File: config.mk
export PLATFORM = sky130hd
export DESIGN_NAME = dsi_tx_assembler
export DESIGN_NICKNAME = d
export VERILOG_FILES = /design/src/dsi_tx_pkg.sv /design/src/dsi_ecc.sv /design/src/dsi_crc16.sv /design/src/frame_sequencer.sv /design/src/packet_arbiter.sv /design/src/stage_fifo.sv /design/src/lane_repacker.sv /design/src/dsi_tx_assembler.sv
export SDC_FILE = /design/constraint.sdc
export NUM_CORES = 1
export LEC_CHECK = 0
export ABC_AREA = 0
export BUFFER_PORTS_ARGS = -buffer_cell sky130_fd_sc_hd__buf_4
export CAP_MARGIN = 20
export CORE_UTILIZATION = 46
export CTS_BUF_LIST = sky130_fd_sc_hd__clkbuf_16
export CTS_CLUSTER_SIZE = 14
export DETAILED_ROUTE_END_ITERATION = 7
export REMOVE_ABC_BUFFERS = 1
export SLEW_MARGIN = 20
export SYNTH_ARGS = -nofsm -noshare
export SYNTH_HDL_FRONTEND = slang
export SYNTH_SLANG_ARGS = --single-unit
File: constraint.sdc
create_clock -name clk -period 10.4 [get_ports clk]
set_input_delay 2.08 -clock clk [delete_from_list [all_inputs] [get_ports clk]]
set_output_delay 2.08 -clock clk [all_outputs]
set_load 0.05 [all_outputs]
File: src/dsi_tx_pkg.sv
package dsi_tx_pkg;

  typedef logic [23:0] pkt_header_t;  // {word count, data type}
  typedef logic [15:0] word_count_t;
  typedef logic [15:0] crc_t;
  typedef logic [7:0]  ecc_t;
  typedef logic [3:0]  lane_mask_t;   // one bit per phy lane

  // on the sequencer side lp marks a header that still needs its ecc
  typedef struct packed {
    logic        lp;
    logic        half;  // only data[15:0] valid
    logic [31:0] data;  // byte 0 goes out first
  } stage_word_t;

  localparam logic [7:0] dt_vss     = 8'h01;
  localparam logic [7:0] dt_hss     = 8'h21;
  localparam logic [7:0] dt_pixel24 = 8'h3E;

  typedef enum logic [3:0] {
    idle,
    vss,
    blank_vss,
    hss_vsa,
    blank_vsa,
    hss_vbp,
    blank_vbp,
    hss_act,
    blank_hbp,
    pix_header,
    pix_data,
    pix_crc,
    blank_hfp,
    hss_vfp,
    blank_vfp
  } seq_state_e;

endpackage

File: src/dsi_ecc.sv
`timescale 1ns/100ps

module dsi_ecc (
  input  dsi_tx_pkg::pkt_header_t header,
  output dsi_tx_pkg::ecc_t        ecc
);

  // header bits covered by each hamming parity bit
  localparam logic [23:0] p0_mask = 24'hF12CB7;
  localparam logic [23:0] p1_mask = 24'hF2555B;
  localparam logic [23:0] p2_mask = 24'h749A6D;
  localparam logic [23:0] p3_mask = 24'hB8E38E;
  localparam logic [23:0] p4_mask = 24'hDF03F0;
  localparam logic [23:0] p5_mask = 24'hEFFC00;

  assign ecc = {
    2'b00,  // top bits unused
    ^(header & p5_mask),
    ^(header & p4_mask),
    ^(header & p3_mask),
    ^(header & p2_mask),
    ^(header & p1_mask),
    ^(header & p0_mask)
  };

endmodule

File: src/dsi_crc16.sv
`timescale 1ns/100ps

module dsi_crc16 (
  input  logic             clk,
  input  logic             rst_n,
  input  logic             clear,
  input  logic             write,
  input  logic [31:0]      data,
  output dsi_tx_pkg::crc_t crc
);

  localparam logic [15:0] poly_rev = 16'h8408;  // x^16+x^12+x^5+1 reflected

  function automatic dsi_tx_pkg::crc_t fold32(input dsi_tx_pkg::crc_t crc_in,
                                              input logic [31:0] din);
    dsi_tx_pkg::crc_t c;
    c = crc_in;
    for (int i = 0; i < 32; i++)
    begin
      if (c[0] ^ din[i])  // lsb first, byte 0 first
        c = (c >> 1) ^ poly_rev;
      else
        c = c >> 1;
    end
    return c;
  endfunction

  always_ff @(posedge clk or negedge rst_n)
  begin
    if (!rst_n)
      crc <= 16'hFFFF;
    else if (clear)
      crc <= 16'hFFFF;
    else if (write)
      crc <= fold32(crc, data);
  end

  assert property (@(posedge clk) disable iff (!rst_n) !(clear && write))
    else $error("crc clear and write together");

endmodule

File: src/frame_sequencer.sv
`timescale 1ns/100ps

module frame_sequencer #(
  parameter int line_bytes = 8,
  parameter int blank_time = 6,
  parameter int vsa_lines  = 1,
  parameter int vbp_lines  = 1,
  parameter int act_lines  = 2,
  parameter int vfp_lines  = 1
) (
  input  logic                    clk,
  input  logic                    rst_n,
  input  logic                    enable,
  input  logic [31:0]             fifo_data,
  input  logic                    fifo_not_empty,
  input  logic                    fifo_line_ready,
  input  logic                    seq_grant,
  output logic                    fifo_read_ack,
  output logic                    seq_req,
  output dsi_tx_pkg::stage_word_t seq_word,
  output logic                    seq_busy,
  output logic                    pix_underflow
);

  dsi_tx_pkg::seq_state_e  state;
  dsi_tx_pkg::seq_state_e  state_nxt;
  dsi_tx_pkg::word_count_t blank_cnt;
  dsi_tx_pkg::word_count_t line_cnt;
  dsi_tx_pkg::word_count_t line_load;
  dsi_tx_pkg::word_count_t word_cnt;
  dsi_tx_pkg::crc_t        crc;
  dsi_tx_pkg::pkt_header_t header;
  logic                    blank_done;
  logic                    last_line;
  logic                    line_end;

  assign blank_done = (blank_cnt == '0);
  assign last_line  = (line_cnt == 16'd1);
  assign line_end   = blank_done && (state == dsi_tx_pkg::blank_vsa ||
                                     state == dsi_tx_pkg::blank_vbp ||
                                     state == dsi_tx_pkg::blank_hfp ||
                                     state == dsi_tx_pkg::blank_vfp);

  always_comb
  begin
    state_nxt = state;
    case (state)
      dsi_tx_pkg::idle:       if (enable && fifo_line_ready) state_nxt = dsi_tx_pkg::vss;
      dsi_tx_pkg::vss:        if (seq_grant) state_nxt = dsi_tx_pkg::blank_vss;
      dsi_tx_pkg::blank_vss:  if (blank_done) state_nxt = dsi_tx_pkg::hss_vsa;
      dsi_tx_pkg::hss_vsa:    if (seq_grant) state_nxt = dsi_tx_pkg::blank_vsa;
      dsi_tx_pkg::blank_vsa:
        if (blank_done) state_nxt = last_line ? dsi_tx_pkg::hss_vbp : dsi_tx_pkg::hss_vsa;
      dsi_tx_pkg::hss_vbp:    if (seq_grant) state_nxt = dsi_tx_pkg::blank_vbp;
      dsi_tx_pkg::blank_vbp:
        if (blank_done) state_nxt = last_line ? dsi_tx_pkg::hss_act : dsi_tx_pkg::hss_vbp;
      dsi_tx_pkg::hss_act:    if (seq_grant) state_nxt = dsi_tx_pkg::blank_hbp;
      dsi_tx_pkg::blank_hbp:  if (blank_done) state_nxt = dsi_tx_pkg::pix_header;
      dsi_tx_pkg::pix_header: if (seq_grant) state_nxt = dsi_tx_pkg::pix_data;
      dsi_tx_pkg::pix_data:   if (seq_grant && word_cnt == 16'd1) state_nxt = dsi_tx_pkg::pix_crc;
      dsi_tx_pkg::pix_crc:    if (seq_grant) state_nxt = dsi_tx_pkg::blank_hfp;
      dsi_tx_pkg::blank_hfp:
        if (blank_done) state_nxt = last_line ? dsi_tx_pkg::hss_vfp : dsi_tx_pkg::hss_act;
      dsi_tx_pkg::hss_vfp:    if (seq_grant) state_nxt = dsi_tx_pkg::blank_vfp;
      dsi_tx_pkg::blank_vfp:
        if (blank_done) state_nxt = last_line ? dsi_tx_pkg::idle : dsi_tx_pkg::hss_vfp;
      default:                state_nxt = dsi_tx_pkg::idle;
    endcase
  end

  always_ff @(posedge clk or negedge rst_n)
  begin
    if (!rst_n)
      state <= dsi_tx_pkg::idle;
    else
      state <= state_nxt;
  end

  always_ff @(posedge clk or negedge rst_n)
  begin
    if (!rst_n)
      blank_cnt <= '0;
    else if (state_nxt != state)
      blank_cnt <= dsi_tx_pkg::word_count_t'(blank_time - 1);  // reload on every change
    else if (blank_cnt != '0)
      blank_cnt <= blank_cnt - 16'd1;
  end

  always_comb
  begin
    case (state)
      dsi_tx_pkg::blank_vsa: line_load = dsi_tx_pkg::word_count_t'(vbp_lines);
      dsi_tx_pkg::blank_vbp: line_load = dsi_tx_pkg::word_count_t'(act_lines);
      dsi_tx_pkg::blank_hfp: line_load = dsi_tx_pkg::word_count_t'(vfp_lines);
      default:               line_load = '0;
    endcase
  end

  always_ff @(posedge clk or negedge rst_n)
  begin
    if (!rst_n)
      line_cnt <= '0;
    else if (state == dsi_tx_pkg::idle && state_nxt == dsi_tx_pkg::vss)
      line_cnt <= dsi_tx_pkg::word_count_t'(vsa_lines);
    else if (line_end)
      line_cnt <= last_line ? line_load : line_cnt - 16'd1;  // next region count
  end

  always_ff @(posedge clk or negedge rst_n)
  begin
    if (!rst_n)
      word_cnt <= '0;
    else if (state == dsi_tx_pkg::pix_header)
      word_cnt <= dsi_tx_pkg::word_count_t'(line_bytes / 4);
    else if (fifo_read_ack)
      word_cnt <= word_cnt - 16'd1;
  end

  dsi_crc16 i_dsi_crc16 (
    .clk   (clk),
    .rst_n (rst_n),
    .clear (state == dsi_tx_pkg::pix_header),
    .write (fifo_read_ack),
    .data  (fifo_data),
    .crc   (crc)
  );

  always_comb
  begin
    case (state)
      dsi_tx_pkg::vss:        header = {16'h0000, dsi_tx_pkg::dt_vss};
      dsi_tx_pkg::pix_header: header = {dsi_tx_pkg::word_count_t'(line_bytes), dsi_tx_pkg::dt_pixel24};
      default:                header = {16'h0000, dsi_tx_pkg::dt_hss};
    endcase
  end

  always_comb
  begin
    case (state)
      dsi_tx_pkg::vss, dsi_tx_pkg::hss_vsa, dsi_tx_pkg::hss_vbp,
      dsi_tx_pkg::hss_act, dsi_tx_pkg::hss_vfp, dsi_tx_pkg::pix_crc: seq_req = 1'b1;
      dsi_tx_pkg::pix_header: seq_req = fifo_line_ready;
      dsi_tx_pkg::pix_data:   seq_req = fifo_not_empty;  // only with pixels present
      default:                seq_req = 1'b0;
    endcase
  end

  always_comb
  begin
    case (state)
      dsi_tx_pkg::pix_data: seq_word = '{lp: 1'b0, half: 1'b0, data: fifo_data};
      dsi_tx_pkg::pix_crc:  seq_word = '{lp: 1'b0, half: 1'b1, data: {16'h0000, crc}};
      default:              seq_word = '{lp: 1'b1, half: 1'b0, data: {8'h00, header}};
    endcase
  end

  assign fifo_read_ack = seq_grant && (state == dsi_tx_pkg::pix_data);
  assign seq_busy      = (state != dsi_tx_pkg::idle);
  assign pix_underflow = (state == dsi_tx_pkg::pix_header) && !fifo_line_ready;

  assert property (@(posedge clk) disable iff (!rst_n) fifo_read_ack |-> fifo_not_empty)
    else $error("pixel read ack with pixel fifo empty");

endmodule

File: src/packet_arbiter.sv
`timescale 1ns/100ps

module packet_arbiter (
  input  logic                    clk,
  input  logic                    rst_n,
  input  logic                    send_cmd,
  input  dsi_tx_pkg::pkt_header_t cmd_packet,
  input  logic                    seq_req,
  input  dsi_tx_pkg::stage_word_t seq_word,
  input  logic                    seq_busy,
  input  logic                    full,
  output logic                    seq_grant,
  output logic                    wr,
  output dsi_tx_pkg::stage_word_t wr_word
);

  logic                    send_cmd_q;
  logic                    cmd_pending;
  logic                    cmd_grant;
  dsi_tx_pkg::pkt_header_t hdr;
  dsi_tx_pkg::ecc_t        ecc;

  always_ff @(posedge clk or negedge rst_n)
  begin
    if (!rst_n)
    begin
      send_cmd_q  <= 1'b0;
      cmd_pending <= 1'b0;
    end
    else
    begin
      send_cmd_q  <= send_cmd;
      cmd_pending <= (cmd_pending && !cmd_grant) || (send_cmd && !send_cmd_q);  // rising edge
    end
  end

  assign seq_grant = seq_req && !full;
  assign cmd_grant = cmd_pending && !seq_busy && !seq_req && !full;  // between frames only
  assign wr        = seq_grant || cmd_grant;

  assign hdr = cmd_grant ? cmd_packet : seq_word.data[23:0];

  dsi_ecc i_dsi_ecc (
    .header (hdr),
    .ecc    (ecc)
  );

  always_comb
  begin
    if (cmd_grant)
      wr_word = '{lp: 1'b1, half: 1'b0, data: {ecc, cmd_packet}};
    else if (seq_word.lp)
      wr_word = '{lp: 1'b0, half: 1'b0, data: {ecc, hdr}};  // sequencer header
    else
      wr_word = seq_word;
  end

  assert property (@(posedge clk) disable iff (!rst_n) seq_req |-> seq_busy)
    else $error("sequencer request while idle");

endmodule

File: src/stage_fifo.sv
`timescale 1ns/100ps

module stage_fifo (
  input  logic                    clk,
  input  logic                    rst_n,
  input  logic                    wr,
  input  dsi_tx_pkg::stage_word_t wr_word,
  input  logic                    rd,
  output dsi_tx_pkg::stage_word_t rd_word,
  output logic                    empty,
  output logic                    full
);

  localparam int depth = 4;

  dsi_tx_pkg::stage_word_t      mem [depth];
  logic [$clog2(depth)-1:0]     wr_ptr;
  logic [$clog2(depth)-1:0]     rd_ptr;
  logic [$clog2(depth):0]       count;

  always_ff @(posedge clk)
  begin
    if (wr)
      mem[wr_ptr] <= wr_word;
  end

  always_ff @(posedge clk or negedge rst_n)
  begin
    if (!rst_n)
    begin
      wr_ptr <= '0;
      rd_ptr <= '0;
      count  <= '0;
    end
    else
    begin
      if (wr)
        wr_ptr <= wr_ptr + 1'b1;
      if (rd)
        rd_ptr <= rd_ptr + 1'b1;
      count <= count + {{$clog2(depth){1'b0}}, wr} - {{$clog2(depth){1'b0}}, rd};
    end
  end

  assign rd_word = mem[rd_ptr];  // show-ahead
  assign empty   = (count == '0);
  assign full    = (count == ($clog2(depth)+1)'(depth));

  assert property (@(posedge clk) disable iff (!rst_n) wr |-> !full)
    else $error("staging fifo overflow");
  assert property (@(posedge clk) disable iff (!rst_n) rd |-> !empty)
    else $error("staging fifo underflow");

endmodule

File: src/lane_repacker.sv
`timescale 1ns/100ps

module lane_repacker (
  input  logic                    clk,
  input  logic                    rst_n,
  input  dsi_tx_pkg::stage_word_t rd_word,
  input  logic                    empty,
  input  logic [2:0]              lanes,
  input  dsi_tx_pkg::lane_mask_t  phy_full,
  output logic                    rd,
  output logic [32:0]             phy_data,
  output dsi_tx_pkg::lane_mask_t  phy_write
);

  logic [63:0] shift_q;
  logic [3:0]  byte_cnt;
  logic        lp_mode;
  logic [3:0]  width;
  logic [3:0]  send_n;
  logic [3:0]  sent_n;
  logic [3:0]  remain;
  logic [3:0]  in_n;
  logic [31:0] in_data;
  logic        flush;
  logic        xfer;
  logic [7:0]  strobe_wide;

  assign width   = lp_mode ? 4'd1 : {1'b0, lanes};  // lp is single lane
  assign flush   = empty || (rd_word.lp != lp_mode);  // drain before a mode change
  assign xfer    = !(|phy_full) && (byte_cnt >= width || (byte_cnt != 4'd0 && flush));
  assign send_n  = (byte_cnt >= width) ? width : byte_cnt;
  assign sent_n  = xfer ? send_n : 4'd0;
  assign remain  = byte_cnt - sent_n;
  assign rd      = !empty && remain <= 4'd4 && (rd_word.lp == lp_mode || remain == 4'd0);
  assign in_n    = rd_word.half ? 4'd2 : 4'd4;
  assign in_data = rd_word.half ? {16'h0000, rd_word.data[15:0]} : rd_word.data;

  always_ff @(posedge clk or negedge rst_n)
  begin
    if (!rst_n)
    begin
      shift_q  <= '0;
      byte_cnt <= '0;
      lp_mode  <= 1'b0;
    end
    else
    begin
      shift_q  <= (shift_q >> {sent_n, 3'b000}) |
                  (rd ? ({32'h0, in_data} << {remain, 3'b000}) : 64'h0);  // append above rest
      byte_cnt <= remain + (rd ? in_n : 4'd0);
      if (rd)
        lp_mode <= rd_word.lp;
    end
  end

  assign phy_data    = {lp_mode, shift_q[31:0]};
  assign strobe_wide = {4'b0000, {4{xfer}}} << send_n;
  assign phy_write   = strobe_wide[7:4];  // contiguous from lane 0

  assert property (@(posedge clk) disable iff (!rst_n) byte_cnt <= 4'd8)
    else $error("repacker byte count above 8");

endmodule

File: src/dsi_tx_assembler.sv
`timescale 1ns/100ps

module dsi_tx_assembler #(
  parameter int line_bytes = 8,
  parameter int blank_time = 6,
  parameter int vsa_lines  = 1,
  parameter int vbp_lines  = 1,
  parameter int act_lines  = 2,
  parameter int vfp_lines  = 1
) (
  input  logic                    clk,
  input  logic                    rst_n,
  input  logic [31:0]             fifo_data,
  input  logic                    fifo_not_empty,
  input  logic                    fifo_line_ready,
  output logic                    fifo_read_ack,
  input  logic                    enable,
  input  logic                    send_cmd,
  input  dsi_tx_pkg::pkt_header_t cmd_packet,
  input  logic [2:0]              lanes,
  output logic [32:0]             phy_data,
  output dsi_tx_pkg::lane_mask_t  phy_write,
  input  dsi_tx_pkg::lane_mask_t  phy_full,
  output logic                    pix_underflow
);

  logic                    seq_req;
  logic                    seq_grant;
  logic                    seq_busy;
  dsi_tx_pkg::stage_word_t seq_word;
  logic                    wr;
  logic                    rd;
  logic                    empty;
  logic                    full;
  dsi_tx_pkg::stage_word_t wr_word;
  dsi_tx_pkg::stage_word_t rd_word;

  frame_sequencer #(
    .line_bytes (line_bytes),
    .blank_time (blank_time),
    .vsa_lines  (vsa_lines),
    .vbp_lines  (vbp_lines),
    .act_lines  (act_lines),
    .vfp_lines  (vfp_lines)
  ) i_frame_sequencer (
    .clk             (clk),
    .rst_n           (rst_n),
    .enable          (enable),
    .fifo_data       (fifo_data),
    .fifo_not_empty  (fifo_not_empty),
    .fifo_line_ready (fifo_line_ready),
    .seq_grant       (seq_grant),
    .fifo_read_ack   (fifo_read_ack),
    .seq_req         (seq_req),
    .seq_word        (seq_word),
    .seq_busy        (seq_busy),
    .pix_underflow   (pix_underflow)
  );

  packet_arbiter i_packet_arbiter (
    .clk        (clk),
    .rst_n      (rst_n),
    .send_cmd   (send_cmd),
    .cmd_packet (cmd_packet),
    .seq_req    (seq_req),
    .seq_word   (seq_word),
    .seq_busy   (seq_busy),
    .full       (full),
    .seq_grant  (seq_grant),
    .wr         (wr),
    .wr_word    (wr_word)
  );

  stage_fifo i_stage_fifo (
    .clk     (clk),
    .rst_n   (rst_n),
    .wr      (wr),
    .wr_word (wr_word),
    .rd      (rd),
    .rd_word (rd_word),
    .empty   (empty),
    .full    (full)
  );

  lane_repacker i_lane_repacker (
    .clk       (clk),
    .rst_n     (rst_n),
    .rd_word   (rd_word),
    .empty     (empty),
    .lanes     (lanes),
    .phy_full  (phy_full),
    .rd        (rd),
    .phy_data  (phy_data),
    .phy_write (phy_write)
  );

endmodule

# Word-level counts from Yosys, hierarchy flattened
# Memory sizes are Yosys's and may differ from the RTL's.
# Index checks and enable logic that the tools add are counted.
# Widths: inputs -> output; s select.
# totals
regBits	146
mem_bits_rw	136
in_bits	69
output_inout_bits	39
wordCells	304
mem_count	1
# classes
addsub	9
magnitude_cmp	2
n_eq_ne	21
n_shift	3
muxes	139
bitwise_logic	65
n_reduce_logical	51
# memory_table
name	depth	width	rd	rd_ports_with_merged_regs	write_ports	line_no	rtl
i_stage_fifo.mem	4	34	1	0	1	stage_fifo.sv:16	dsi_tx_pkg::stage_word_t mem [depth];
# op_table
cell	count
$mux 16	103
$reduce_xor 24->1	6
$not 2->3	32
$mux 4	20
$pmux 34 s2	1
$mux 64	1
$or 64x64->64	1
$shl 32x7->64	1
$shr 64x7->64	1
$pmux 4 s15	1
$sub 16x1->16 const B	3
$mux 34	1
$mux 33	1
$eq 16x1->1 const B	2
$mux 32	1
$xor 1x1->1	32
$eq 4x4->1 const B	7
$mux 24	1
$pmux 12 s2	1
$eq 4x3->1 const B	4
$logic_and 1x1->1	16
$logic_not 16->1	1
$reduce_bool 16->1	1
$mux 3	3
other kinds (27)	49

# Logic depth before layout (Yosys ltp)
# Gate-level depths: netlist (run 1).
# logic_depth
depth_word	131
mapped_depth	26

# Hierarchy
# A second synthesis (run 1) with hierarchy kept.
# hier_totals
hier_cells	1519
area_unflattened_um2	17464.2
# by_module_without_submodules
mod	instances	cells_per_inst	area_each_um2	seq_area_each_um2
lane_repacker	1	641	5606.6	1726.7
stage_fifo	1	212	5348.9	4259.1
frame_sequencer	1	398	3408.3	1301.2
dsi_crc16	1	156	1773.0	420.4
packet_arbiter	1	72	788.3	50.0
dsi_ecc	1	40	539.3	0.0

# Worst setup path before layout (run 1)
# Ideal clock, no wire load.
# synth_timing
path_type	input -> register
start	in lanes[0]
end	reg i_stage_fifo.count[2]
arrival_time_ns	7.360
path_slack_ns	2.918
path_stages	26
n_path_buf	4
path_cell_list	or2_2 -> ha_1 -> nand2b_1 -> a21o_1 -> a211o_1 -> clkbuf_1 -> mux2_2 -> nand2_1 -> inv_2 -> clkbuf_1 -> ha_1 -> fa_1 -> xor2_1 -> a31o_1 -> and3_1 -> clkbuf_1 -> nand2_1 -> inv_2 -> clkbuf_1 -> ha_1 -> inv_1 -> ha_1 -> inv_1 -> fa_1 -> xnor2_1 -> xnor2_1
# synth_between
elab_chain_len	10
elab_cells_between_ends	13
classes_between	add/sub (2); order compare (2); mux (3); reduce/logical (6)
# synth_lines
element	line_no	rtl
start: declaration	dsi_tx_assembler.sv:20	input logic [2:0] lanes,
$mux 3 *	lane_repacker.sv:28	assign width = lp_mode ? 4'd1 : {1'b0, lanes};
$ge 4x4->1	lane_repacker.sv:30, lane_repacker.sv:31	
$logic_or 1x1->1	lane_repacker.sv:30	assign xfer = !(|phy_full) && (byte_cnt >= width || (byte_cnt != 4'd0 && flush));
$logic_and 1x1->1	lane_repacker.sv:30	
$mux 4 *	lane_repacker.sv:32	assign sent_n = xfer ? send_n : 4'd0;
$sub 4x4->4 *	lane_repacker.sv:33	assign remain = byte_cnt - sent_n;
$le 4x3->1 or $logic_not 4->1 (tied branches)	lane_repacker.sv:34	assign rd = !empty && remain <= 4'd4 && (rd_word.lp == lp_mode || remain == 4'd0);
$logic_and 1x1->1 or $logic_or 1x1->1 (tied branches)	lane_repacker.sv:34	
$logic_and 1x1->1 *	lane_repacker.sv:34	
via i_lane_repacker.rd	lane_repacker.sv:10	output logic rd,
$sub 3x1->3 *	stage_fifo.sv:41	count <= count + {{$clog2(depth){1'b0}}, wr} - {{$clog2(depth){1'b0}}, rd};
end signal: assignment	stage_fifo.sv:41	
end: declaration	stage_fifo.sv:19	logic [$clog2(depth):0] count;
# Mark *: on every way through the listed nets, which the timed path passes. The rest lies on a longest branch.
# A chain may end at the register's enable or synchronous reset.

# Worst setup path after layout (run 1)
# layout_timing
start	in lanes[0]
end	out phy_write[1]
# layout_between
elab_chain_len	5
elab_cells_between_ends	6
classes_between	order compare (1); shift (1); mux (2); reduce/logical (2)
# layout_lines
element	line_no	rtl
$mux 3 *	lane_repacker.sv:28	
$ge 4x4->1	lane_repacker.sv:30, lane_repacker.sv:31	
$logic_or 1x1->1	lane_repacker.sv:30	
$logic_and 1x1->1	lane_repacker.sv:30	
$shl 4x4->8 *	lane_repacker.sv:57	assign strobe_wide = {4'b0000, {4{xfer}}} << send_n;
end: declaration	dsi_tx_assembler.sv:22	output dsi_tx_pkg::lane_mask_t phy_write,
# Every way passes the cells marked *; elsewhere a longest branch is shown, timed or not.

==> results.md, run 1 <==
- The flow ran to the end, and the final reports show no timing, DRC or antenna violations.
- The largest driver fanout on the critical path is 25.
- The most used flip-flop cell after synthesis is edfxtp_1.
- The worst register-to-register path ends at i_lane_repacker.shift_q[8]$_DFF_PN0_.
- The finished cells cover 0.01826 mm^2.
- The number of setup buffers added after CTS is 0.
- STA classifies the critical path endpoint as a primary output.
- The final antenna-violating net count is 0.
- The number of global-route vias before repair is ~12,000.
- The first global-routing pass estimated around 68,000 um of wire.
- By count the netlist is led by nand2_1, edfxtp_1, dfrtp_1.
- The worst pin sits at a relative slew slack of about a quarter.
- The total I/O pin count is between 100 and 150.
- The met2 capacity usage during global routing is 39.20%.
- The worst setup path is of the in2out kind.
- The area growth from synthesis to final layout is 13.20%.
- The final number of max-transition violations came to 0.
- In this run, distinct cell masters in the synthesized netlist total 74.
- The top cell type by area accounts for between 20 and 30% of the synthesized area.
- The largest total area in the synthesized netlist belongs to edfxtp_1.
- For this run, design rule violations remaining after detail routing come to 0.
- The clock slew at the register clock pins of the worst setup and hold paths is approximately 60 ps.
- The post-cts resize count is 0.
- The met3 layer usage reported by global route is 3.373%.
- The share of the Yosys chip area taken by registers is about half.
- For this configuration, the core starts out at a cell density of roughly 47%.
- The H-tree generated during clock tree synthesis spans 2 levels.
- TritonCTS built the clock tree.
- The clock reaches the later pin of the worst-skew pair after about 530 ps.
- The aggregate global routing overflow is 0.
- The yosys synthesis warning count is 0.
- The layout cell share with drive strength beyond 1 is between 10% and 20%.
- The most frequent cell on the critical path is buf_4.
- The largest single stage delay on the critical path is 580 ps.
- The routed design could run at a clock period as short as just under 8000 ps.
- The DRC marker count from the first detailed-route iteration is 912.
- The number of register bits inferred by synthesis is 282.
- The die is 189.2 um wide.
- The via count of the routed design is approximately 12,000.
- In the global route stage, overall resource usage came out at approximately 25%.
- The final number of setup-violating endpoints is 0.
- In this run the critical register-to-register path is launched from i_stage_fifo.rd_ptr[0]$_DFFE_PN0P_.
- By area the synthesized netlist is led by edfxtp_1, dfrtp_1, xnor2_1.
- The count of cells along the worst hold path is 1.
- Global routing used 34.60% of the available met1 tracks.
- For this run, the top clock speed supported by timing is between 100 and 150 MHz.
- Port buffering added roughly 110 buffers.
- The number of clock buffers inserted by TritonCTS is 34.
- The via-per-instance ratio is between 5 and 6.
- The period utilization is 75.18%.
- Counting every instance in the synthesized netlist gives roughly 1,500.
- The overall routed net length is around 43,000 um.
- The startpoint of the worst setup timing path is lanes[0].
- The number of nets in the final layout is roughly 1,600.
- The leading cell type by number of instances after synthesis is nand2_1.
- In this run the register-to-register setup slack is ~3600 ps.
- The worst endpoint data arrival time is 5740 ps.
- In this run the worst setup path terminates at phy_write[1].
- The post-detailed-placement cell area is 0.01716 mm^2.
- The clock sink total is approximately 280.
- The buffer depth of the longest clock path is 3.
- Setup repair after global routing left no endpoint under its margin.
- The count of standard-cell rows is slightly below 70.
- Measured in cells, the most critical reg-to-reg path has a length of 16.
- The chip height is ~190 um.
- The initial antenna violation count is 0.
- The signal on the critical path passes through buf_4 -> or2_2 -> ha_1 -> nand2b_1 -> a21o_1 -> a211o_1 -> mux2_2 -> nand2b_1 -> inv_2 -> and2_1 -> buf_4 -> or2_1 -> buf_4.
- The number of placed instances, taps included, is between 1,500 and 2,000.
- In this run, synthesis inferred around 140 flip-flops with an integrated enable.
- The largest net degree at the start of global routing is 76.
- The final antenna diode count is 0.
- At the worst endpoint, the required time is 8320 ps.
- The fraction of synthesis flops using an asynchronous set or reset pin is between 50% and 60%.
- The type of origin of the critical path is a primary input.
- The average detailed-routed wire length per instance is approximately 21 um.
- The root buffer cell is clkbuf_16.
- The netlist area before placement is between 0.015 and 0.02 mm^2.
- Clock skew on the completed layout was measured at approximately 27 ps.
- The first detailed-routing pass took 8 iterations.
- The type of the most critical hold path is reg2reg.
- The final-layout setup total negative slack is 0 ps.
- The synthesized area per cell is ~11 um^2.
- The final cell count without fillers is between 2,000 and 2,500.
- At the end of routability-driven placement, the weighted congestion stood at between 0.9 and 1.
- The tool flagged a number of max-cap violations equal to 0.
- The die area is roughly 0.036 mm^2.
- The core region area is 0.03454 mm^2.
- The busiest layer in global routing is met2.
- The largest individual stage delay along the critical path comes from the cell nand2b_1.
- The post-cts hold buffer count is 0.
- At the pin with the least slew margin, the transition time is 1107 ps.
- The count of final hold-check violations came to 0.
- The sum of net half-perimeters after detailed placement is around 31,000 um.
==> cell usage in the layout (no fill, tap or decap), drive strengths merged, types with 37 or more instances in the layout <==
master and instances:
edfxtp 136, xnor2 118, dfrtp 130, mux2i 37
inv 52, o21ai 99, nand2 166, xor2 39
o22ai 43, a21oi 61, buf 132, nor2 72
==> worst max-delay path: cells and delay by family <==
kind	cells	cell delay, ps
buffers and inverters	4	860
muxes	1	430
adders and majority gates	1	270
AOI/OAI and AO/OA	2	550
and+or+nand+nor	5	1520
==> registers in the layout, summed over array words and instances (netlist names) <==
name,cells
i_packet_arbiter.cmd_pending,1
i_lane_repacker.lp_mode,1
i_frame_sequencer.blank_cnt,16
i_stage_fifo.rd_ptr,2
i_frame_sequencer.word_cnt,16
i_stage_fifo.mem,136
i_lane_repacker.byte_cnt,4
i_stage_fifo.count,3
i_frame_sequencer.i_dsi_crc16.crc,16
i_frame_sequencer.state,4
i_packet_arbiter.send_cmd_q,1
i_stage_fifo.wr_ptr,2
i_lane_repacker.shift_q,64
i_frame_sequencer.line_cnt,16
==> worst min-delay path by stage <==
stage,startpoint,endpoint,slack [ps]
floorplan,i_packet_arbiter.send_cmd_q$_DFF_PN0_,i_packet_arbiter.cmd_pending$_DFF_PN0_,400
global placement,i_packet_arbiter.send_cmd_q$_DFF_PN0_,i_packet_arbiter.cmd_pending$_DFF_PN0_,430
detailed placement,i_packet_arbiter.send_cmd_q$_DFF_PN0_,i_packet_arbiter.cmd_pending$_DFF_PN0_,430
CTS,i_packet_arbiter.send_cmd_q$_DFF_PN0_,i_packet_arbiter.cmd_pending$_DFF_PN0_,440
global route,i_packet_arbiter.send_cmd_q$_DFF_PN0_,i_packet_arbiter.cmd_pending$_DFF_PN0_,460
finish,i_packet_arbiter.send_cmd_q$_DFF_PN0_,i_packet_arbiter.cmd_pending$_DFF_PN0_,430
==> cell type report <==
type,count,area (um^2)
Sequential cell,282,7760
Timing Repair Buffer,133,997.2
Clock buffer,34,850.8
Fill cell,3112,16290
Multi-Input combinational cell,1030,7676
Tap cell,455,569.3
Inverter,44,165.2
Clock inverter,28,237.7
==> cells by family (layout without fill, tap and decap cells) <==
kind of cell / Yosys count / count (layout) / share of synthesized area, %
mux: 81 / 81 / 7.114
xor+xnor: 181 / 181 / 12.40
buf+inv: 157 / 239 / 4.445
compound gates: 354 / 354 / 14.77
simple gates: 392 / 392 / 11.32
fa+ha+maj: 22 / 22 / 1.846
flops: 282 / 282 / 48.10
==> layer usage <==
metal	vias up	routed length (um)
met3	85	2736
li1	5502	-
met4	0	1249
met2	501	19820
met1	5825	19300
met5	-	0
==> stage by stage <==
| stage | worst slack, ps | hold slack, ps | util, % |
|---|---|---|---|
| 6_report | 2581 | 431.0 | 52.85 |
| 5_1_grt | 2276 | 458.4 | 52.85 |
| 4_1_cts | 2669 | 438.0 | 52.84 |
| 3_5_place_dp | 2211 | 429.7 | 49.68 |
| 2_1_floorplan | 1433 | 399.6 | - |
| 3_3_place_gp | 2335 | 427.0 | 49.67 |
Power of run 1 is left out: the tool's default activity adds up to more than one toggle a clock period on the data nets, which glitch-free logic cannot reach.
==> run 2, diff against run 1 <==
--- a/config.mk
+++ b/config.mk
@@ -12,6 +12,7 @@
 export CTS_BUF_LIST = sky130_fd_sc_hd__clkbuf_16
 export CTS_CLUSTER_SIZE = 14
 export DETAILED_ROUTE_END_ITERATION = 7
+export PLACE_DENSITY = 0.66
 export REMOVE_ABC_BUFFERS = 1
 export SLEW_MARGIN = 20
 export SYNTH_ARGS = -nofsm -noshare
==> constraint.sdc (replaced) <==
create_clock -name clk -period 7 [get_ports clk]
set_input_delay 1.4 -clock clk [delete_from_list [all_inputs] [get_ports clk]]
set_output_delay 1.4 -clock clk [all_outputs]
set_load 0.05 [all_outputs]
==> run 2 against run 1 <==
Against the previous run:
- via count fell by 0.21%
- worst setup slack got worse by 1500 ps
- routed wire length fell by 2.2%
- die area did not move
- non-clock buffer count rose by 7
- critical path depth did not move
- first-iteration DRC count rose by 18%
==> results.md, run 2 (synthesized netlist as in run 1, its figures left out) <==
- The critical path in this run is classified as in2out.
- Based on the critical path, the design can be clocked at up to ~170 MHz.
- For this run, the detailed router's first-pass iteration total came to 6.
- Setup repair after global routing left no endpoint under its margin.
- In this design, the largest share of critical-path delay is due to simple AND/OR/NAND/NOR gates.
- The register with the most flip-flops in the layout has 136 of them.
- The largest registers in the layout are i_stage_fifo.mem: 136 flops, i_lane_repacker.shift_q: 64 flops.
- The clock slew at the register clock pins of the worst setup and hold paths is 60 ps.
- The critical register-to-register path endpoint is i_lane_repacker.shift_q[4]$_DFF_PN0_.
- The port buffer count is 107.
- The clock latency of the later-clocked register in the worst-skew pair is roughly 570 ps.
- The worst setup path is launched from a primary input.
- Across every metal layer, demand over resource in global routing totals around a quarter.
- In this run the worst path has a maximum fanout of 21.
- The detailed router finished its first iteration with about 1,100 violations.
- The via count of the routed design is 11,890.
- The data required time of the critical path is 5600 ps.
- The number of fill cells in the layout is between 3,000 and 4,000.
- The cell depth of the worst setup path is 13.
- Measured against its own limit, the worst slew margin works out to about a fifth.
- The net count of the finished layout is around 1,600.
- The initial core utilization is 46.69%.
- Leaving out fill and tap cells, the most frequent cells in the layout are nand2_1, buf_4, edfxtp_1.
- The largest stage delay on the critical path is 430 ps.
- The worst-case register-to-register setup slack is roughly 1700 ps.
- The number of hold buffers added after CTS was 0.
- The signal on the critical path passes through buf_4 -> or2_2 -> ha_1 -> nand2b_1 -> a21o_1 -> a211o_1 -> mux2_2 -> nand2b_1 -> inv_2 -> buf_4 -> nand2_1 -> o22ai_1 -> buf_4.
- The path class of the tightest hold or removal check is reg2reg.
- The worst hold slack is 437.2 ps.
- The most flop-heavy register is i_stage_fifo.mem.
- The post-CTS setup-driven buffer insertion count is 0.
- The count of final hold-check violations was 0.
- The count of nets left with antenna violations once routing finished came out at 0.
- The worst reg2reg path startpoint is i_lane_repacker.lp_mode$_DFFE_PN0P_.
- The period utilization is a little over four fifths.
- Detailed placement finished with a half-perimeter wire length of 30,050 um.
- The run finished with clean final reports.
- The largest net degree at the start of global routing is just under 100.
- CTS placed an instance of clkbuf_16 at the clock tree root.
- The TritonCTS clock tree is done.
- At the end of routability-driven placement, the weighted congestion stood at between 0.9 and 1.
- Summed over all layers, the global routing overflow is 0.
- The library cell used most frequently in the layout, excluding fill and tap cells, is nand2_1.
- The horizontal die dimension is 189.2 um.
- Post-CTS repair changed the size of 0 cells.
- The DRC violations left is 0.
- The die covers about 0.036 mm^2.
- The number of buffer and inverter instances along the worst setup path is 4.
- The number of global-route vias before repair came to 11,780.
- The worst setup path is captured at a primary output.
- From synthesis to final layout, the design area changed by 12.60%.
- approximately 110 I/O pins were placed.
- CTS saw 282 sinks.
- The final critical-path required period is roughly 6000 ps.
- The most frequent cell on the critical path is buf_4.
- The count of H-tree levels built during CTS is 1.
- The core region area is roughly 0.035 mm^2.
- The post-route netlist has 17.50% of its cells at a drive strength greater than 1.
- The number of cells on the worst reg-to-reg path is 17.
- Dividing the detail-routed wire length by the instance count gives between 20 and 25 um.
- The final number of setup-violating endpoints is 0.
- After floorplanning, the core was divided into between 60 and 70 placement rows.
- The most critical setup path has its startpoint at lanes[0].
- The slowest library cell on the worst path is mux2_2.
- The overall routed net length is between 40,000 and 50,000 um.
- The measured slew at the worst slew-check pin is approximately 1200 ps.
- The buffer depth of the longest clock path is 3.
- Measured along the y axis, the die boundary spans roughly 190 um.
- The initial antenna violation count was 0.
- The max-cap check violation count is 0.
- The termination of the worst setup path is phy_write[2].
- The final number of max-transition violations is 0.
- Data arrives at the worst endpoint at about 4500 ps.
- The via-per-instance ratio is approximately 6.
- The final antenna diode count is 0.
- The number of clock buffers inserted by TritonCTS is 31.
- The clock arrives with ~21 ps of skew.
- The wire length of the first global-routing pass is between 60,000 and 70,000 um.
==> run 2: cell types whose count changed in the layout (fill, tap and decap cells not counted) <==
| cell | delta |
|---|---|
| buf_4 | +7 |
| nand2_2 | +1 |
| clkinv_2 | -1 |
| inv_16 | -1 |
| inv_1 | +1 |
| inv_6 | -1 |
| bufinv_16 | -1 |
| clkbuf_16 | -3 |
| inv_4 | +1 |
| clkinv_16 | -1 |
| inv_2 | +1 |
| inv_8 | -1 |
| clkinvlp_4 | +2 |
| nand2_1 | -1 |
==> run 2: how the worst min path moves through the flow <==
stage / depth (start not counted) / from / end / slack [ps]
5_1_grt: 1 / i_packet_arbiter.send_cmd_q$_DFF_PN0_ / i_packet_arbiter.cmd_pending$_DFF_PN0_ / 460
3_5_place_dp: 1 / i_packet_arbiter.send_cmd_q$_DFF_PN0_ / i_packet_arbiter.cmd_pending$_DFF_PN0_ / 430
4_1_cts: 1 / i_packet_arbiter.send_cmd_q$_DFF_PN0_ / i_packet_arbiter.cmd_pending$_DFF_PN0_ / 440
6_report: 1 / i_packet_arbiter.send_cmd_q$_DFF_PN0_ / i_packet_arbiter.cmd_pending$_DFF_PN0_ / 440
3_3_place_gp: 1 / i_packet_arbiter.send_cmd_q$_DFF_PN0_ / i_packet_arbiter.cmd_pending$_DFF_PN0_ / 410
2_1_floorplan: 1 / i_packet_arbiter.send_cmd_q$_DFF_PN0_ / i_packet_arbiter.cmd_pending$_DFF_PN0_ / 400
==> run 2: layer usage <==
layer  routed length (um)  vias to the layer above  track usage (%)
li1                     -                     5518                -
met1                18650                     5824            33.14
met2                19700                      472            38.97
met3                 2825                       74            3.689
met4                 1004                        0            6.390
met5                    0                        -                0
==> run 2: cell type report <==
cell class	instances	area, um^2	area share, %
sequential	282	7760	42.73
multi-input combinational	1030	7679	42.28
timing repair buffer	140	1050	5.781
clock buffer	31	775.7	4.272
tap	455	569.3	3.135
inverter	44	165.2	0.9095
clock inverter	27	161.4	0.8888
==> run 2: per-stage QoR <==
step	setup TNS, ps	setup slack (ps)	instances	util [%]	instance area, um^2
floorplan	-35580	-1287	1356	-	15580
global placement	0	741.5	1949	49.82	17210
detailed placement	0	640.9	1950	49.84	17220
CTS	0	1088	2008	52.55	18150
global route	0	804.1	2009	52.57	18160
finish	0	1077	2009	52.57	18160
==> run 2: worst reg2reg max path: cells and delay by family (launching register included) <==
family,cells,cell delay [ps]
flip-flops,1,460
adder cells (fa/ha/maj),2,680
AND/OR/NAND/NOR,7,2080
multiplexers,1,440
XOR/XNOR,1,220
buffers and inverters,2,290
AO/OA/AOI/OAI,4,1050
Power of run 2 is left out for the same reason.
==> run 3, diff against run 2 <==
--- a/config.mk
+++ b/config.mk
@@ -12,7 +12,6 @@
 export CTS_BUF_LIST = sky130_fd_sc_hd__clkbuf_16
 export CTS_CLUSTER_SIZE = 14
 export DETAILED_ROUTE_END_ITERATION = 7
-export PLACE_DENSITY = 0.66
 export REMOVE_ABC_BUFFERS = 1
 export SLEW_MARGIN = 20
 export SYNTH_ARGS = -nofsm -noshare
==> constraint.sdc (replaced) <==
create_clock -name clk -period 5.84 [get_ports clk]
set_input_delay 1.168 -clock clk [delete_from_list [all_inputs] [get_ports clk]]
set_output_delay 1.168 -clock clk [all_outputs]
set_load 0.05 [all_outputs]
==> run 3 against run 2 <==
Against the previous run:
- first-iteration DRC count is 2.0% lower
- global-route usage hardly changed
- count of clock-buffer cells in the layout is 4 higher
- critical path depth is 1 higher
- utilization is 0.64 points higher
- sequential share of layout area is 0.51 points lower
- worst setup slack worse by 630 ps
- via count is 0.16% lower
- clock skew is 5.8 ps higher
- critical path type unchanged
- critical endpoint is now phy_write[1]
==> results.md, run 3 (synthesized netlist as in run 1, its figures left out) <==
- TritonCTS built the clock tree.
- The count of final hold-check violations is 0.
- The post-placement worst setup slack is around 65 ps.
- Setup repair after global routing left no endpoint under its margin.
- The final instance area is ~0.018 mm^2.
- The wire length of the first global-routing pass is about 67,000 um.
- STA classifies the critical path endpoint as a primary output.
- Summed over all layers, the global routing overflow is 0.
- Setup slack closes at roughly 450 ps.
- The period utilization is 92.28%.
- Counting I/O delays and the setup requirement, the final critical path takes between 5000 and 6000 ps.
- Entering global routing, the biggest net connects between 100 and 150 pins.
- Setup violations remaining at the end of the flow were counted as 0.
- The worst hold path begins at i_packet_arbiter.send_cmd_q$_DFF_PN0_.
- The most frequent standard cell in the layout excluding fill and tap cells is nand2_1.
- The max-cap check violation count is 0.
- The clock reaches the later pin of the worst-skew pair after approximately 500 ps.
- In the routed design, unresolved DRC markers number 0.
- The count of H-tree levels built during CTS is 2.
- The number of global-route vias before repair is approximately 12,000.
- The sequential cell area is 0.007760 mm^2.
- The HPWL after detailed placement is approximately 30,000 um.
- In this run the vertical extent of the chip is 189.2 um.
- The measured slew at the worst slew-check pin is 1064 ps.
- Once detail routing completed, the nets flagged for antenna violations numbered 0.
- The path depth of the worst reg2reg path is 19.
- For hold timing, the worst endpoint is i_packet_arbiter.cmd_pending$_DFF_PN0_.
- The category of the most critical setup path is in2out.
- The worst endpoint data arrival time is 4220 ps.
- The final number of max-transition violations is 0.
- The number of fill cells in the layout is just over 3,000.
- The number of nets in the final layout is 1,632.
- Summing all multi-input logic gate instances after layout gives about 0.0077 mm^2.
- The via-per-instance ratio is 5.873.
- Global routing consumed, over all layers together, 23.88% of the routing resources.
- Summed over all layers, the routed wires come to between 40,000 and 50,000 um.
- The clock arrives with 27.07 ps of skew.
- The most flop-heavy register is i_stage_fifo.mem.
- roughly 110 I/O pins were placed.
- Relative to the synthesized area, the layout overhead comes to 13.97%.
- The tightest slew margin relative to the limit is between 20% and 30%.
- The largest driver fanout on the critical path is 29.
- The layout cell share with drive strength beyond 1 is 18.01%.
- The congestion estimate from routability-driven global placement came to 0.9151.
- The die area is 0.03581 mm^2.
- The post-detailed-placement cell area is 0.01728 mm^2.
- The run finished with clean final reports.
- Clock-pin slew was measured on the worst setup and hold paths at ~50 ps.
- Dividing the detail-routed wire length by the instance count gives 20.94 um.
- In this run the horizontal extent of the chip is around 190 um.
- The core region is roughly 0.035 mm^2.
- The type of the most critical hold path is reg2reg.
- The via count of the routed design is around 12,000.
- The DRC marker count from the first detailed-route iteration is 1,057.
- The flip-flop count of the largest register after layout is about 140.
- The post-CTS setup-driven buffer insertion count is 0.
- The top cell types in the final layout, fill and taps aside, are nand2_1, buf_4, edfxtp_1.
- The number of clock buffers inserted by TritonCTS is 34.
- The root buffer cell is clkbuf_16.
- The final antenna diode count is 0.
- The count of buffers added on input and output ports is around 110.
- The worst setup path is launched from a primary input.
- The count of standard-cell rows is about 70.
- STA puts the critical path data required time at ~4700 ps.
- Once the floorplan was initialized, standard cells occupied roughly 47% of the core.
- The count of cells along the worst hold path is 1.
- The upper clock frequency limit is roughly 190 MHz.
- The worst-case register-to-register setup slack is 850 ps.
- After clock tree synthesis, the repair step resized 0 gates.
- No sink is reached through more buffers than the 3 on the longest clock path.
- The critical register-to-register path endpoint is i_lane_repacker.shift_q[5]$_DFF_PN0_.
- The initial antenna violation count is 0.
- The clock sink total is ~280.
- Buffers inserted to repair hold after CTS numbered 0.
- The number of optimization iterations in the first detailed-route pass is 8.
- In the final layout, the registers with the most flip-flops are i_stage_fifo.mem: 136 flops, i_lane_repacker.shift_q: 64 flops.
- In this run the critical register-to-register path is launched from i_lane_repacker.lp_mode$_DFFE_PN0P_.
## run 3: critical path, stage by stage
cell and delay [ps]:
buf_4 110, or2_2 310, ha_1 270, nand2b_1 140
a21o_1 170, a211o_1 380, o21a_1 240, buf_4 200
nand2b_1 150, buf_4 340, inv_2 60, and2_1 240
or2_1 240, buf_4 190
## run 3: worst max-delay path by stage
stage	startpoint	to	slack, ps	cells after the start
after global placement	lanes[0]	i_lane_repacker.shift_q[1]$_DFF_PN0_	150	20
after global routing	lanes[0]	phy_write[1]	300	14
after CTS	lanes[0]	phy_write[1]	470	14
after detailed placement	lanes[0]	i_lane_repacker.shift_q[1]$_DFF_PN0_	70	20
final	lanes[0]	phy_write[1]	450	14
after floorplan	lanes[0]	i_stage_fifo.count[2]$_DFF_PN0_	-2210	21
## run 3: final cells by class
cell class                      count  area share (%)
Sequential cell                   282           42.22
Multi-Input combinational cell   1030           41.76
Timing Repair Buffer              149           6.174
Clock buffer                       35           4.765
Tap cell                          455           3.097
Clock inverter                     26           1.089
Inverter                           44          0.8985
## run 3: routing by layer
metal	vias to the layer above	track usage, %	wire [um]
li1	5551	-	-
met1	5785	33.61	18810
met2	465	38.87	19840
met3	68	3.021	2689
met4	0	6.669	983
met5	-	0	0
## run 3: per-stage QoR
stage / hold WS [ps] / instances / TNS (ps) / util (%)
2_1_floorplan: 399.6 / 1356 / -102460 / -
4_1_cts: 416.9 / 2020 / 0 / 53.13
6_report: 418.8 / 2021 / 0 / 53.21
3_5_place_dp: 416.8 / 1959 / 0 / 50.02
5_1_grt: 470.7 / 2021 / 0 / 53.21
3_3_place_gp: 413.3 / 1956 / 0 / 49.97
Power of run 3 is left out for the same reason.
